<file path="src/design/isa_pkg.sv">
`default_nettype none

package isa_pkg;

    typedef logic [31:0] word_t;      // data, instruction or address
    typedef logic [4:0]  reg_addr_t;

    // register field positions
    localparam int RD_LSB = 0;
    localparam int RJ_LSB = 5;
    localparam int RK_LSB = 10;

    typedef enum logic [16:0] {       // inst[31:15]
        OP3R_ADD_W   = 17'h00020,
        OP3R_SUB_W   = 17'h00022,
        OP3R_SLT     = 17'h00024,
        OP3R_SLTU    = 17'h00025,
        OP3R_NOR     = 17'h00028,
        OP3R_AND     = 17'h00029,
        OP3R_OR      = 17'h0002A,
        OP3R_XOR     = 17'h0002B,
        OP3R_BREAK   = 17'h00054,
        OP3R_SYSCALL = 17'h00056
    } op3r_e;

    typedef enum logic [9:0] {        // inst[31:22]
        OP2RI12_SLTI   = 10'h008,
        OP2RI12_SLTUI  = 10'h009,
        OP2RI12_ADDI_W = 10'h00A,
        OP2RI12_ANDI   = 10'h00D,
        OP2RI12_ORI    = 10'h00E,
        OP2RI12_XORI   = 10'h00F,
        OP2RI12_LD_W   = 10'h0A2,
        OP2RI12_ST_W   = 10'h0A6
    } op2ri12_e;

    typedef enum logic [6:0] {        // inst[31:25]
        OP1RI20_LU12I_W   = 7'h0A,
        OP1RI20_PCADDU12I = 7'h0E
    } op1ri20_e;

    typedef enum logic [5:0] {        // inst[31:26]
        OPBR_JIRL = 6'h13,
        OPBR_B    = 6'h14,
        OPBR_BL   = 6'h15,
        OPBR_BEQ  = 6'h16,
        OPBR_BNE  = 6'h17
    } opbr_e;

endpackage

`default_nettype wire

</file>
<file path="src/design/decode_pkg.sv">
`default_nettype none

package decode_pkg;

    typedef enum logic [7:0] {
        ALU_NOP = 8'h00,
        ALU_ADD, ALU_SUB, ALU_SLT, ALU_SLTU,
        ALU_NOR, ALU_AND, ALU_OR, ALU_XOR,
        ALU_ADDI, ALU_SLTI, ALU_SLTUI,
        ALU_ANDI, ALU_ORI, ALU_XORI,
        ALU_LD_W, ALU_ST_W,
        ALU_LU12I, ALU_PCADDU12I,
        ALU_JIRL, ALU_B, ALU_BL, ALU_BEQ, ALU_BNE,
        ALU_SYSCALL, ALU_BREAK
    } alu_op_e;

    typedef enum logic [2:0] {
        SEL_NOP = 3'd0,
        SEL_ARITH,
        SEL_LOGIC,
        SEL_MEM,
        SEL_JUMP
    } alu_sel_e;

    typedef logic [6:0] exc_code_t;

    localparam exc_code_t EXC_NOP = 7'h00;
    localparam exc_code_t EXC_SYS = 7'h0B;
    localparam exc_code_t EXC_BRK = 7'h0C;
    localparam exc_code_t EXC_INE = 7'h0D;   // illegal instruction

    typedef struct packed {
        alu_op_e             aluop;
        alu_sel_e            alusel;
        isa_pkg::word_t      imm;
        logic                reg1_read_en;
        isa_pkg::reg_addr_t  reg1_read_addr;
        logic                reg2_read_en;
        isa_pkg::reg_addr_t  reg2_read_addr;
        logic                reg_write_en;
        isa_pkg::reg_addr_t  reg_write_addr;
    } uop_t;

    typedef struct packed {
        isa_pkg::word_t pc;
        isa_pkg::word_t inst;
        logic           pre_taken;
        isa_pkg::word_t pre_addr;
        logic           pc_exc;
        exc_code_t      pc_cause;
        logic           ib_exc;          // instruction buffer side
        exc_code_t      ib_cause;
    } fetch_t;

    typedef struct packed {
        isa_pkg::word_t pc;
        isa_pkg::word_t inst;
        uop_t           uop;
        logic [2:0]     is_exception;    // {pc, instbuffer, decoder}
        exc_code_t      pc_cause;
        exc_code_t      ib_cause;
        exc_code_t      dec_cause;
        logic           pre_taken;
        isa_pkg::word_t pre_addr;
    } id_out_t;

endpackage

`default_nettype wire

</file>
<file path="src/design/id_fmt_1ri20.sv">
`timescale 1ns/1ps
`default_nettype none

module id_fmt_1ri20 (
    input  isa_pkg::word_t   inst,
    output logic             hit,
    output decode_pkg::uop_t uop
);
    import isa_pkg::*;
    import decode_pkg::*;

    always_comb begin
        hit = 1'b1;
        uop = '0;
        case (op1ri20_e'(inst[31:25]))
            OP1RI20_LU12I_W:   uop.aluop = ALU_LU12I;
            OP1RI20_PCADDU12I: uop.aluop = ALU_PCADDU12I;
            default:           hit = 1'b0;
        endcase

        if (hit) begin
            uop.alusel         = SEL_ARITH;
            uop.imm            = {inst[24:5], 12'b0};   // upper 20 bits
            uop.reg_write_en   = 1'b1;
            uop.reg_write_addr = inst[RD_LSB +: $bits(reg_addr_t)];
        end
    end

endmodule

`default_nettype wire

</file>
<file path="src/design/id_fmt_2ri12.sv">
`timescale 1ns/1ps
`default_nettype none

module id_fmt_2ri12 (
    input  isa_pkg::word_t   inst,
    output logic             hit,
    output decode_pkg::uop_t uop
);
    import isa_pkg::*;
    import decode_pkg::*;

    always_comb begin
        hit = 1'b1;
        uop = '0;
        case (op2ri12_e'(inst[31:22]))
            OP2RI12_SLTI:   uop.aluop = ALU_SLTI;
            OP2RI12_SLTUI:  uop.aluop = ALU_SLTUI;
            OP2RI12_ADDI_W: uop.aluop = ALU_ADDI;
            OP2RI12_ANDI:   uop.aluop = ALU_ANDI;
            OP2RI12_ORI:    uop.aluop = ALU_ORI;
            OP2RI12_XORI:   uop.aluop = ALU_XORI;
            OP2RI12_LD_W:   uop.aluop = ALU_LD_W;
            OP2RI12_ST_W:   uop.aluop = ALU_ST_W;
            default:        hit = 1'b0;
        endcase

        if (hit) begin
            if (uop.aluop inside {ALU_LD_W, ALU_ST_W})
                uop.alusel = SEL_MEM;
            else if (uop.aluop inside {ALU_ANDI, ALU_ORI, ALU_XORI})
                uop.alusel = SEL_LOGIC;
            else
                uop.alusel = SEL_ARITH;

            // logical immediates are zero extended
            if (uop.alusel == SEL_LOGIC)
                uop.imm = {20'b0, inst[21:10]};
            else
                uop.imm = {{20{inst[21]}}, inst[21:10]};

            uop.reg1_read_en   = 1'b1;
            uop.reg1_read_addr = inst[RJ_LSB +: $bits(reg_addr_t)];
            if (uop.aluop == ALU_ST_W) begin
                uop.reg2_read_en   = 1'b1;   // store data from rd
                uop.reg2_read_addr = inst[RD_LSB +: $bits(reg_addr_t)];
            end else begin
                uop.reg_write_en   = 1'b1;
                uop.reg_write_addr = inst[RD_LSB +: $bits(reg_addr_t)];
            end
        end
    end

endmodule

`default_nettype wire

</file>
<file path="src/design/id_fmt_3r.sv">
`timescale 1ns/1ps
`default_nettype none

module id_fmt_3r (
    input  isa_pkg::word_t   inst,
    output logic             hit,
    output decode_pkg::uop_t uop
);
    import isa_pkg::*;
    import decode_pkg::*;

    logic rr_op;   // reads rj, rk and writes rd

    always_comb begin
        hit   = 1'b1;
        rr_op = 1'b1;
        uop   = '0;
        case (op3r_e'(inst[31:15]))
            OP3R_ADD_W: uop.aluop = ALU_ADD;
            OP3R_SUB_W: uop.aluop = ALU_SUB;
            OP3R_SLT:   uop.aluop = ALU_SLT;
            OP3R_SLTU:  uop.aluop = ALU_SLTU;
            OP3R_NOR:   uop.aluop = ALU_NOR;
            OP3R_AND:   uop.aluop = ALU_AND;
            OP3R_OR:    uop.aluop = ALU_OR;
            OP3R_XOR:   uop.aluop = ALU_XOR;
            OP3R_SYSCALL: begin
                uop.aluop = ALU_SYSCALL;
                rr_op     = 1'b0;
            end
            OP3R_BREAK: begin
                uop.aluop = ALU_BREAK;
                rr_op     = 1'b0;
            end
            default: begin
                hit   = 1'b0;
                rr_op = 1'b0;
            end
        endcase

        if (rr_op) begin
            if (uop.aluop inside {ALU_ADD, ALU_SUB, ALU_SLT, ALU_SLTU})
                uop.alusel = SEL_ARITH;
            else
                uop.alusel = SEL_LOGIC;
            uop.reg1_read_en   = 1'b1;
            uop.reg1_read_addr = inst[RJ_LSB +: $bits(reg_addr_t)];
            uop.reg2_read_en   = 1'b1;
            uop.reg2_read_addr = inst[RK_LSB +: $bits(reg_addr_t)];
            uop.reg_write_en   = 1'b1;
            uop.reg_write_addr = inst[RD_LSB +: $bits(reg_addr_t)];
        end
    end

endmodule

`default_nettype wire

</file>
<file path="src/design/id_fmt_branch.sv">
`timescale 1ns/1ps
`default_nettype none

module id_fmt_branch (
    input  isa_pkg::word_t   inst,
    output logic             hit,
    output decode_pkg::uop_t uop
);
    import isa_pkg::*;
    import decode_pkg::*;

    word_t imm16;   // jirl, beq, bne
    word_t imm26;   // b, bl

    assign imm16 = {{14{inst[25]}}, inst[25:10], 2'b00};
    assign imm26 = {{4{inst[9]}}, inst[9:0], inst[25:10], 2'b00};

    always_comb begin
        hit = 1'b1;
        uop = '0;
        case (opbr_e'(inst[31:26]))
            OPBR_JIRL: uop.aluop = ALU_JIRL;
            OPBR_B:    uop.aluop = ALU_B;
            OPBR_BL:   uop.aluop = ALU_BL;
            OPBR_BEQ:  uop.aluop = ALU_BEQ;
            OPBR_BNE:  uop.aluop = ALU_BNE;
            default:   hit = 1'b0;
        endcase

        if (hit) begin
            uop.alusel = SEL_JUMP;
            uop.imm    = (uop.aluop inside {ALU_B, ALU_BL}) ? imm26 : imm16;
            if (uop.aluop inside {ALU_JIRL, ALU_BEQ, ALU_BNE}) begin
                uop.reg1_read_en   = 1'b1;
                uop.reg1_read_addr = inst[RJ_LSB +: $bits(reg_addr_t)];
            end
            if (uop.aluop inside {ALU_BEQ, ALU_BNE}) begin
                uop.reg2_read_en   = 1'b1;   // compare against rd
                uop.reg2_read_addr = inst[RD_LSB +: $bits(reg_addr_t)];
            end
            if (uop.aluop == ALU_JIRL) begin
                uop.reg_write_en   = 1'b1;
                uop.reg_write_addr = inst[RD_LSB +: $bits(reg_addr_t)];
            end else if (uop.aluop == ALU_BL) begin
                uop.reg_write_en   = 1'b1;
                uop.reg_write_addr = reg_addr_t'(1);   // link register r1
            end
        end
    end

endmodule

`default_nettype wire

</file>
<file path="src/design/id_select.sv">
`timescale 1ns/1ps
`default_nettype none

module id_select (
    input  logic                clk,
    input  logic                rst,
    input  logic                valid,
    input  decode_pkg::fetch_t  fetch,
    input  logic [3:0]          hit,
    input  decode_pkg::uop_t    uops [4],
    output logic                id_valid,
    output decode_pkg::id_out_t id_out
);
    import decode_pkg::*;

    uop_t      sel_uop;
    logic      any_hit;
    logic      dec_exc;
    exc_code_t dec_cause;
    id_out_t   nxt;

    assign any_hit = |hit;

    always_comb begin
        sel_uop = '0;
        for (int i = 0; i < 4; i++) begin
            if (hit[i])
                sel_uop = uops[i];
        end
    end

    always_comb begin
        dec_exc   = 1'b1;
        dec_cause = EXC_INE;   // nothing matched
        if (any_hit) begin
            dec_exc = sel_uop.aluop inside {ALU_SYSCALL, ALU_BREAK};
            if (sel_uop.aluop == ALU_SYSCALL)
                dec_cause = EXC_SYS;
            else if (sel_uop.aluop == ALU_BREAK)
                dec_cause = EXC_BRK;
            else
                dec_cause = EXC_NOP;
        end
    end

    always_comb begin
        nxt.pc           = fetch.pc;
        nxt.inst         = any_hit ? fetch.inst : '0;
        nxt.uop          = sel_uop;
        nxt.is_exception = {fetch.pc_exc, fetch.ib_exc, dec_exc};
        nxt.pc_cause     = fetch.pc_cause;
        nxt.ib_cause     = fetch.ib_cause;
        nxt.dec_cause    = dec_cause;
        nxt.pre_taken    = fetch.pre_taken;
        nxt.pre_addr     = fetch.pre_addr;
    end

    always_ff @(posedge clk) begin
        if (rst) begin
            id_valid <= 1'b0;
            id_out   <= '0;
        end else begin
            id_valid <= valid;
            if (valid)
                id_out <= nxt;   // holds while idle
        end
    end

    // format opcodes are disjoint across the four decoders
    assert property (@(posedge clk) disable iff (rst) valid |-> $onehot0(hit))
        else $error("id_select: more than one format decoder hit");

    assert property (@(posedge clk) disable iff (rst)
        id_out.is_exception[0] |-> id_out.dec_cause != EXC_NOP)
        else $error("id_select: decoder exception flagged without a cause");

endmodule

`default_nettype wire

</file>
<file path="src/design/id_stage.sv">
`timescale 1ns/1ps
`default_nettype none

module id_stage (
    input  logic                clk,
    input  logic                rst,
    input  logic                valid,
    input  decode_pkg::fetch_t  fetch,
    output logic                id_valid,
    output decode_pkg::id_out_t id_out
);
    import decode_pkg::*;

    logic [3:0] hit;    // one bit per format decoder
    uop_t       uops [4];

    id_fmt_3r i_fmt_3r (
        .inst (fetch.inst),
        .hit  (hit[0]),
        .uop  (uops[0])
    );

    id_fmt_2ri12 i_fmt_2ri12 (
        .inst (fetch.inst),
        .hit  (hit[1]),
        .uop  (uops[1])
    );

    id_fmt_1ri20 i_fmt_1ri20 (
        .inst (fetch.inst),
        .hit  (hit[2]),
        .uop  (uops[2])
    );

    id_fmt_branch i_fmt_branch (
        .inst (fetch.inst),
        .hit  (hit[3]),
        .uop  (uops[3])
    );

    id_select i_select (
        .clk      (clk),
        .rst      (rst),
        .valid    (valid),
        .fetch    (fetch),
        .hit      (hit),
        .uops     (uops),
        .id_valid (id_valid),
        .id_out   (id_out)
    );

endmodule

`default_nettype wire

</file>
<file path="config.mk">
export PLATFORM = sky130hd
export DESIGN_NAME = id_stage
export DESIGN_NICKNAME = d
export VERILOG_FILES = /design/src/design/isa_pkg.sv /design/src/design/decode_pkg.sv /design/src/design/id_fmt_1ri20.sv /design/src/design/id_fmt_2ri12.sv /design/src/design/id_fmt_3r.sv /design/src/design/id_fmt_branch.sv /design/src/design/id_select.sv /design/src/design/id_stage.sv
export SDC_FILE = /design/constraint.sdc
export NUM_CORES = 1
export LEC_CHECK = 0
export BUFFER_PORTS_ARGS = -buffer_cell sky130_fd_sc_hd__buf_2
export CELL_PAD_IN_SITES_DETAIL_PLACEMENT = 1
export CELL_PAD_IN_SITES_GLOBAL_PLACEMENT = 2
export CORE_MARGIN = 2
export CORE_UTILIZATION = 30
export CTS_CLUSTER_SIZE = 30
export DETAILED_ROUTE_END_ITERATION = 12
export PLACE_DENSITY = 0.83
export SLEW_MARGIN = 20
export SYNTH_ARGS = -nofsm -noshare
export SYNTH_HDL_FRONTEND = slang
export SYNTH_SLANG_ARGS = --single-unit
export TNS_END_PERCENT = 5
</file>
<file path="constraint.sdc">
create_clock -name clk -period 4.6 [get_ports clk]
set_input_delay 0.46 -clock clk [delete_from_list [all_inputs] [get_ports clk]]
set_output_delay 0.46 -clock clk [all_outputs]
set_load 0.01 [all_outputs]
</file>
==> results of run 1 <==
## area by class of cell
cell class / instances / share of cell area (%)
Clock buffer: 18 / 4.635
Multi-Input combinational cell: 524 / 36.29
Antenna cell: 1 / 0.02641
Inverter: 2 / 0.07923
Clock inverter: 14 / 1.519
Tap cell: 324 / 4.278
Timing Repair Buffer: 298 / 15.99
Sequential cell: 176 / 37.18
## logic make-up after synthesis
group / share of synthesized area [%]
mux: 11.35
flops: 48.01
buf+inv: 5.506
simple gates: 14.61
other cells: 0.05109
compound gates: 20.47
## cells in the final DEF (no fill, tap or decap), types with 3 or more instances in the layout
cell type  instances
buf_2            290
dfxtp_1          176
nor2_1           106
mux2i_1           81
a21oi_1           55
nand2_1           50
a211oi_1          22
a211o_1           19
a22o_1            17
o21ai_1           17
clkbuf_16         17
o21ai_0           15
a21o_1            14
a32o_1            12
and2_1            11
nand3_1           10
a221o_1            8
buf_4              7
nor2b_1            6
conb_1             6
and3_1             5
clkinv_4           5
nor3b_1            4
nor3_1             4
a21boi_1           4
inv_8              4
o22ai_1            3
nand4b_1           3
nand4_1            3
nand3b_1           3
a31oi_1            3
a311oi_1           3
## through the flow
step	setup slack [ns]	cells	area, µm²	hold WS, ns	utilization [%]
after CTS	2.130	1356	9469	0.2337	39.17
final	2.090	1357	9475	0.2540	39.19
after global routing	1.942	1356	9473	0.2367	39.18
after floorplan	2.644	778	7358	0.4706	-
after detailed placement	1.673	1324	8886	0.4400	36.75
after global placement	1.782	1324	8886	0.4325	36.75
## layer usage
layer	global-route usage, %	vias to the layer above	wire length, µm
met1	25.75	3317	11700
met3	5.449	27	1538
li1	-	3254	-
met5	0	-	0
met2	33.82	198	12980
met4	5.446	0	452
## state kept, by name, summed over array words and instances, names as in the netlist
name	count
i_select.id_out	175
i_select.id_valid	1
## worst paths after layout
check	start	endpoint	slack, ns	cells past startpoint
max reg2reg	i_select.id_out[33]$_SDFFE_PP0P_	i_select.id_out[33]$_SDFFE_PP0P_	3.69	3
min reg2reg	i_select.id_out[101]$_SDFFE_PP0P_	i_select.id_out[101]$_SDFFE_PP0P_	0.45	2
min	rst	i_select.id_out[114]$_SDFFE_PP0P_	0.25	2
max	fetch[75]	i_select.id_out[139]$_SDFFE_PP0P_	2.09	6
## power breakdown
| part | leakage, nW | internal [mW] | switching (mW) | total (mW) |
|---|---|---|---|---|
| combinational | 2.95 | 0.151 | 0.236 | 0.387 |
| clock | 0.288 | 0.738 | 0.699 | 1.44 |
| sequential | 1.44 | 1.58 | 0.0290 | 1.61 |
==> summary.md, run 1 <==
| Metric | Value |
|---|---|
| Hold Path Class | `in -> reg` |
| Top post-synthesis cells by count | `dfxtp_1, nor2_1, mux2i_1` |
| Leakage power | `4.677 nW` |
| Grt ovf | `0` |
| Routed wire length | `~27 mm` |
| Clk slew on worst S/H paths | `0.07 ns` |
| Crit Path Max Fanout | `26` |
| Area taken by multi-input logic gates | `roughly 3400 µm²` |
| Largest area contributor in the netlist | `dfxtp_1` |
| Cell with the most instances after synthesis | `dfxtp_1` |
| Synth Cell Area | `about 7300 µm²` |
| Via density per instance | `5.008` |
| Share of flip-flops with an asynchronous set or reset | `0%` |
| Cts bufs inserted | `17` |
| Sequential element share of the synthesized area | `48.01%` |
| Synth cell types | `66` |
| Setup crit end kind | `flop` |
| Synth warn | `0` |
| Initial antenna violation count | `1` |
| CTS tree | `done` |
| Die Footprint | `about 26000 µm²` |
| P&R area growth vs syn | `29.10%` |
| Post-synth top area share | `48.01%` |
| WL per Instance | `19.65 µm` |
| Dpl hpwl | `19.57 mm` |
| CP peak stage delay | `0.90 ns` |
| Clk_lat worst skew | `0.42 ns` |
| Post-synth top flop | `dfxtp_1` |
| Crit path required time | `4.91 ns` |
| Total negative setup slack | `0 ns` |
| DR DRC count | `0` |
| Crit path max-delay family | `compound AO/OA/AOI/OAI gates` |
| Placeable Area | `approximately 24000 µm²` |
| Clock Tree Root | `clkbuf_16` |
| FF+latch area | `3523 µm²` |
| H-Tree Depth | `4` |
| Max Fclk | `398.4 MHz` |
| Number of DRC markers in iteration 0 | `469` |
| Slew Limit Fails | `0` |
| Row count | `57` |
| Relative slew slack | `29.77%` |
| Status | `completed` |
| CP Cell Sequence | `buf_2 -> and4bb_2 -> nand3_1 -> a22o_1 -> nand2_1 -> a221o_1` |
| Critical path's slowest cell | `a22o_1` |
| Worst-Margin Slew | `1.053 ns` |
| Synth top area cells | `dfxtp_1, mux2i_1, nor2_1, a21oi_1, nand2_1` |
| Final period util | `54.56%` |
| Max_cap viols | `0` |
| Avg Cell Area, Syn | `between 9 and 10 µm²` |
| Total track usage | `between 20% and 30%` |
| RSZ-0062 raised after global routing | `no` |
| Routability congestion estimate | `0.8238` |
| Mapped Cells | `773` |
| Initial Util | `30.36%` |
| Layout cells sized above 1 | `around 34%` |
| #FFs+latches synth | `176` |
| EDFF count, synth | `0` |
| Final Skew | `0 ns` |
| Vias post-DR | `6796` |
| Die width | `160.4 µm` |
| DRT Pass-1 Iters | `4` |
| # setup viols final | `0` |
| Worst vdd ir | `about 190 µV` |
| Die H | `160.4 µm` |
| Critical path startpoint category | `primary input` |
| Final Hold Viols | `0` |
| # clock sinks | `176` |
| First-pass GRT wire length | `around 40 mm` |
| CTS resizes | `0` |
| Vias in the first global route | `6835` |
| Clock buffer depth | `2` |
| Buf/Inv on CP | `1` |
| WS Path Type | `in -> reg` |
| Filler Cell Count | `approximately 2900` |
| Power per cell area | `362.5 nW/µm²` |
| Final ANT Viol Nets | `0` |
| Hold_buf cts | `0` |
| # Post-CTS Setup Buffers | `0` |
| Layout net count | `1135` |
| IO Count | `299` |
| Design Power | `around 3.4 mW` |
| I/O Buffers | `between 200 and 300` |
| Largest net degree at the start of global routing | `101` |
| Min Tclk post-route | `2.510 ns` |
| Worst endpoint data arrival time | `2.82 ns` |
(Power assumes the default switching activity.)
==> inputs of run 2 (changes only) <==
--- a/config.mk
+++ b/config.mk
@@ -5,14 +5,15 @@
 export SDC_FILE = /design/constraint.sdc
 export NUM_CORES = 1
 export LEC_CHECK = 0
+export ABC_AREA = 1
 export BUFFER_PORTS_ARGS = -buffer_cell sky130_fd_sc_hd__buf_2
 export CELL_PAD_IN_SITES_DETAIL_PLACEMENT = 1
 export CELL_PAD_IN_SITES_GLOBAL_PLACEMENT = 2
 export CORE_MARGIN = 2
-export CORE_UTILIZATION = 30
+export CORE_UTILIZATION = 23
 export CTS_CLUSTER_SIZE = 30
 export DETAILED_ROUTE_END_ITERATION = 12
-export PLACE_DENSITY = 0.83
+export PLACE_DENSITY = 0.73
 export SLEW_MARGIN = 20
 export SYNTH_ARGS = -nofsm -noshare
 export SYNTH_HDL_FRONTEND = slang
==> constraint.sdc (replaced) <==
create_clock -name clk -period 2.2 [get_ports clk]
set_input_delay 0.22 -clock clk [delete_from_list [all_inputs] [get_ports clk]]
set_output_delay 0.22 -clock clk [all_outputs]
set_load 0.01 [all_outputs]
==> run 2 against run 1 <==
  * Worst hold slack worse by 0.24 ns
  * Critical path depth grew 7
  * Sequential power is 110% higher
  * Synthesized cell count grew 27%
  * Sequential share of layout area shrank 4.5 points
  * Clock skew did not move
  * Largest cell class unchanged
  * Largest power group unchanged
==> summary.md, run 2 <==
| Metric | Value |
|---|---|
| Status | `completed (unchanged)` |
| Mapped Cells | `982 (was 773)` |
| Setup WS pre-CTS | `0.1102 ns (was 1.673 ns)` |
| Cts bufs inserted | `17 (unchanged)` |
| Final instance area | `10780 µm² (was 9475 µm²)` |
| Avg Cell Area, Syn | `7.607 µm² (was 9.495 µm²)` |
| Routability congestion estimate | `0.8846 (was 0.8238)` |
| Setup crit end kind | `flop (unchanged)` |
| Synth Area in Compound Gates | `15.78% (was 20.47%)` |
| First-pass GRT wire length | `48.73 mm (was 40.42 mm)` |
| Routed wire length | `32.63 mm (was 26.67 mm)` |
| Synth Cell Area | `7470 µm² (was 7340 µm²)` |
| Post-Synth Adder-Cell Area | `0% (unchanged)` |
| Most frequent cells in the layout | `buf_2, nand2_1, dfxtp_1 (was buf_2, dfxtp_1, nor2_1)` |
| Critical Path Source | `fetch[77] (was fetch[75])` |
| HP Start | `fetch[85] (was rst)` |
| Worst endpoint data arrival time | `2.03 ns (was 2.82 ns)` |
| Die Footprint | `33940 µm² (was 25730 µm²)` |
| Final cell count without fillers | `1791 (was 1357)` |
| Die H | `184.2 µm (was 160.4 µm)` |
| Hold Path Class | `in -> reg (unchanged)` |
| Top post-synthesis cells by count | `nand2_1, dfxtp_1, nor2_1 (was dfxtp_1, nor2_1, mux2i_1)` |
| Dpl cells | `1681 (was 1324)` |
| Total track usage | `18.97% (was 20.22%)` |
| Synth Area in XOR/XNOR | `0% (unchanged)` |
| IO Count | `299 (unchanged)` |
| Simple-gate share of the synthesized area | `29.40% (was 14.61%)` |
| Total negative setup slack | `0 ns (unchanged)` |
| Synth warn | `0 (unchanged)` |
| DRT Pass-1 Iters | `4 (unchanged)` |
| Final Hold Viols | `0 (unchanged)` |
| Power per cell area | `671.6 nW/µm² (was 362.5 nW/µm²)` |
| Largest regs | `i_select.id_out: 175 flops, i_select.id_valid: 1 flops (unchanged)` |
| Initial Util | `23.49% (was 30.36%)` |
| Largest net degree at the start of global routing | `99 (was 101)` |
| Leading cell type in the layout, fill and taps excluded | `buf_2 (unchanged)` |
| Main combinational cell family by area after synthesis | `simple AND/OR/NAND/NOR gates (was compound AO/OA/AOI/OAI gates)` |
| Critical path startpoint category | `primary input (unchanged)` |
| Clk slew on worst S/H paths | `0.06 ns (was 0.07 ns)` |
| H-Tree Depth | `4 (unchanged)` |
| Sequential element share of the synthesized area | `47.17% (was 48.01%)` |
| Min Tclk post-route | `~1.6 ns` |
| Share of flip-flops with an asynchronous set or reset | `0% (unchanged)` |
| Largest register FFs | `175 (unchanged)` |
| DR DRC count | `0 (unchanged)` |
| Placed cell area | `9455 µm² (was 8886 µm²)` |
| Number of DRC markers in iteration 0 | `285 (was 469)` |
| Via density per instance | `4.552 (was 5.008)` |
| Worst R2R Setup Slack | `1.41 ns (was 3.69 ns)` |
| P&R area growth vs syn | `44.32% (was 29.10%)` |
| Slew Limit Fails | `0 (unchanged)` |
| Multiplexer area fraction after synthesis | `0% (was 11.35%)` |
| Vias in the first global route | `8264 (was 6835)` |
| WS Path Type | `in -> reg (unchanged)` |
| Placeable Area | `31800 µm² (was 24180 µm²)` |
| Initial antenna violation count | `3 (was 1)` |
| Final worst-path setup slack | `0.5512 ns (was 2.090 ns)` |
| Final Skew | `0 ns (unchanged)` |
| Synth top area cells | `dfxtp_1, nand2_1, a22o_1, nand3_1, nor2_1 (was dfxtp_1, mux2i_1, nor2_1, a21oi_1, nand2_1)` |
| Clk_lat worst skew | `0.44 ns (was 0.42 ns)` |
| Clock buffer depth | `2 (unchanged)` |
| Post-synth top flop | `dfxtp_1 (unchanged)` |
| Clock Tree Root | `clkbuf_16 (unchanged)` |
| I/O Buffers | `292 (unchanged)` |
| Relative slew slack | `62.17% (was 29.77%)` |
| EDFF count, synth | `0 (unchanged)` |
| Layout net count | `1459 (was 1135)` |
| Post-synth top area share | `47.17% (was 48.01%)` |
| Most flops, register | `i_select.id_out (unchanged)` |
| WL per Instance | `18.22 µm (was 19.65 µm)` |
| Final ANT Viol Nets | `0 (unchanged)` |
| Worst vdd ir | `554.4 µV (was 190.1 µV)` |
| Max Fclk | `around 610 MHz` |
| Dpl hpwl | `24.11 mm (was 19.57 mm)` |
| Grt ovf | `0 (unchanged)` |
| Vias post-DR | `8152 (was 6796)` |
| Max_cap viols | `0 (unchanged)` |
| #FFs+latches synth | `176 (unchanged)` |
| Crit path required time | `2.58 ns (was 4.91 ns)` |
| Leakage power | `5.637 nW (was 4.677 nW)` |
| # clock sinks | `176 (unchanged)` |
| RSZ-0062 raised after global routing | `no (unchanged)` |
| Crit Path Max Fanout | `18 (was 26)` |
| Synth cell types | `34 (was 66)` |
| Layout cells sized above 1 | `27.84% (was 33.62%)` |
| # setup viols final | `0 (unchanged)` |
| CTS tree | `done (unchanged)` |
| Die width | `184.2 µm (was 160.4 µm)` |
| Largest area contributor in the netlist | `dfxtp_1 (unchanged)` |
| Worst-Margin Slew | `0.5675 ns (was 1.053 ns)` |
| Cell with the most instances after synthesis | `nand2_1 (was dfxtp_1)` |
| Row count | `65 (was 57)` |
| Final period util | `74.95%` |
| # Post-CTS Setup Buffers | `0 (unchanged)` |
| RR Startpoint | `i_select.id_out[66]$_SDFFE_PP0P_ (was i_select.id_out[33]$_SDFFE_PP0P_)` |
[run 2: layout make-up]
class	instances	area, µm²
Fill cell	3948	21020
Inverter	67	251.5
Tap cell	435	544.3
Clock inverter	8	85.08
Antenna cell	2	5.005
Clock buffer	22	454.2
Timing Repair Buffer	400	2505
Sequential cell	176	3523
Multi-Input combinational cell	681	3412
[run 2: kinds of logic after synthesis]
group | after synthesis
flops | 176
simple gates | 508
buf+inv | 130
other cells | 1
compound gates | 167
[run 2: per-layer routing]
metal  wire length [µm]  global-route usage (%)  vias to the layer above
met1              14450                   22.83                     3887
met2              15820                   33.15                      255
met5                 12                       0                        -
met3               1948                   5.493                       30
met4                405                   4.640                        2
li1                   -                       -                     3978
[run 2: repair_timing]
action / in CTS / in global routing
resized for setup: 0 / 0
endpoints found under the hold margin: 78 / 0
hold buffers: 78 / 0
[run 2: per-stage QoR]
step | utilization, % | total power, mW | hold WS, ns
after floorplan | - | 3.858 | 0.3455
after global placement | 29.73 | 4.271 | 0.4293
after detailed placement | 29.73 | 4.280 | 0.4293
after CTS | 33.89 | 7.373 | 0.004234
after global routing | 33.89 | 7.588 | 0.01015
final | 33.90 | 7.240 | 0.01793
[run 2: where the power goes]
group	total (mW)	internal, mW	switching, mW
combinational	0.949	0.400	0.549
sequential	3.37	3.31	0.0649
clock	2.92	1.58	1.33
total	7.24	5.29	1.95
[run 2: worst paths after layout]
kind,endpoint,depth (start not counted)
setup / recovery,i_select.id_out[132]$_SDFFE_PP0P_,13
hold / removal,i_select.id_out[154]$_SDFFE_PP0P_,2
setup reg to reg,i_select.id_out[66]$_SDFFE_PP0P_,4
hold reg to reg,i_select.id_out[149]$_SDFFE_PP0P_,2
[run 2: critical path, cell delays in order]
cell	delay (ns)
buf_2	0.12
nor2_2	0.17
nand2_2	0.13
nor2_4	0.37
inv_1	0.13
nor2_1	0.15
nor2_1	0.07
nand2_1	0.07
nor2_2	0.05
nand3_4	0.11
buf_4	0.25
nand3_1	0.10
nand2_1	0.07
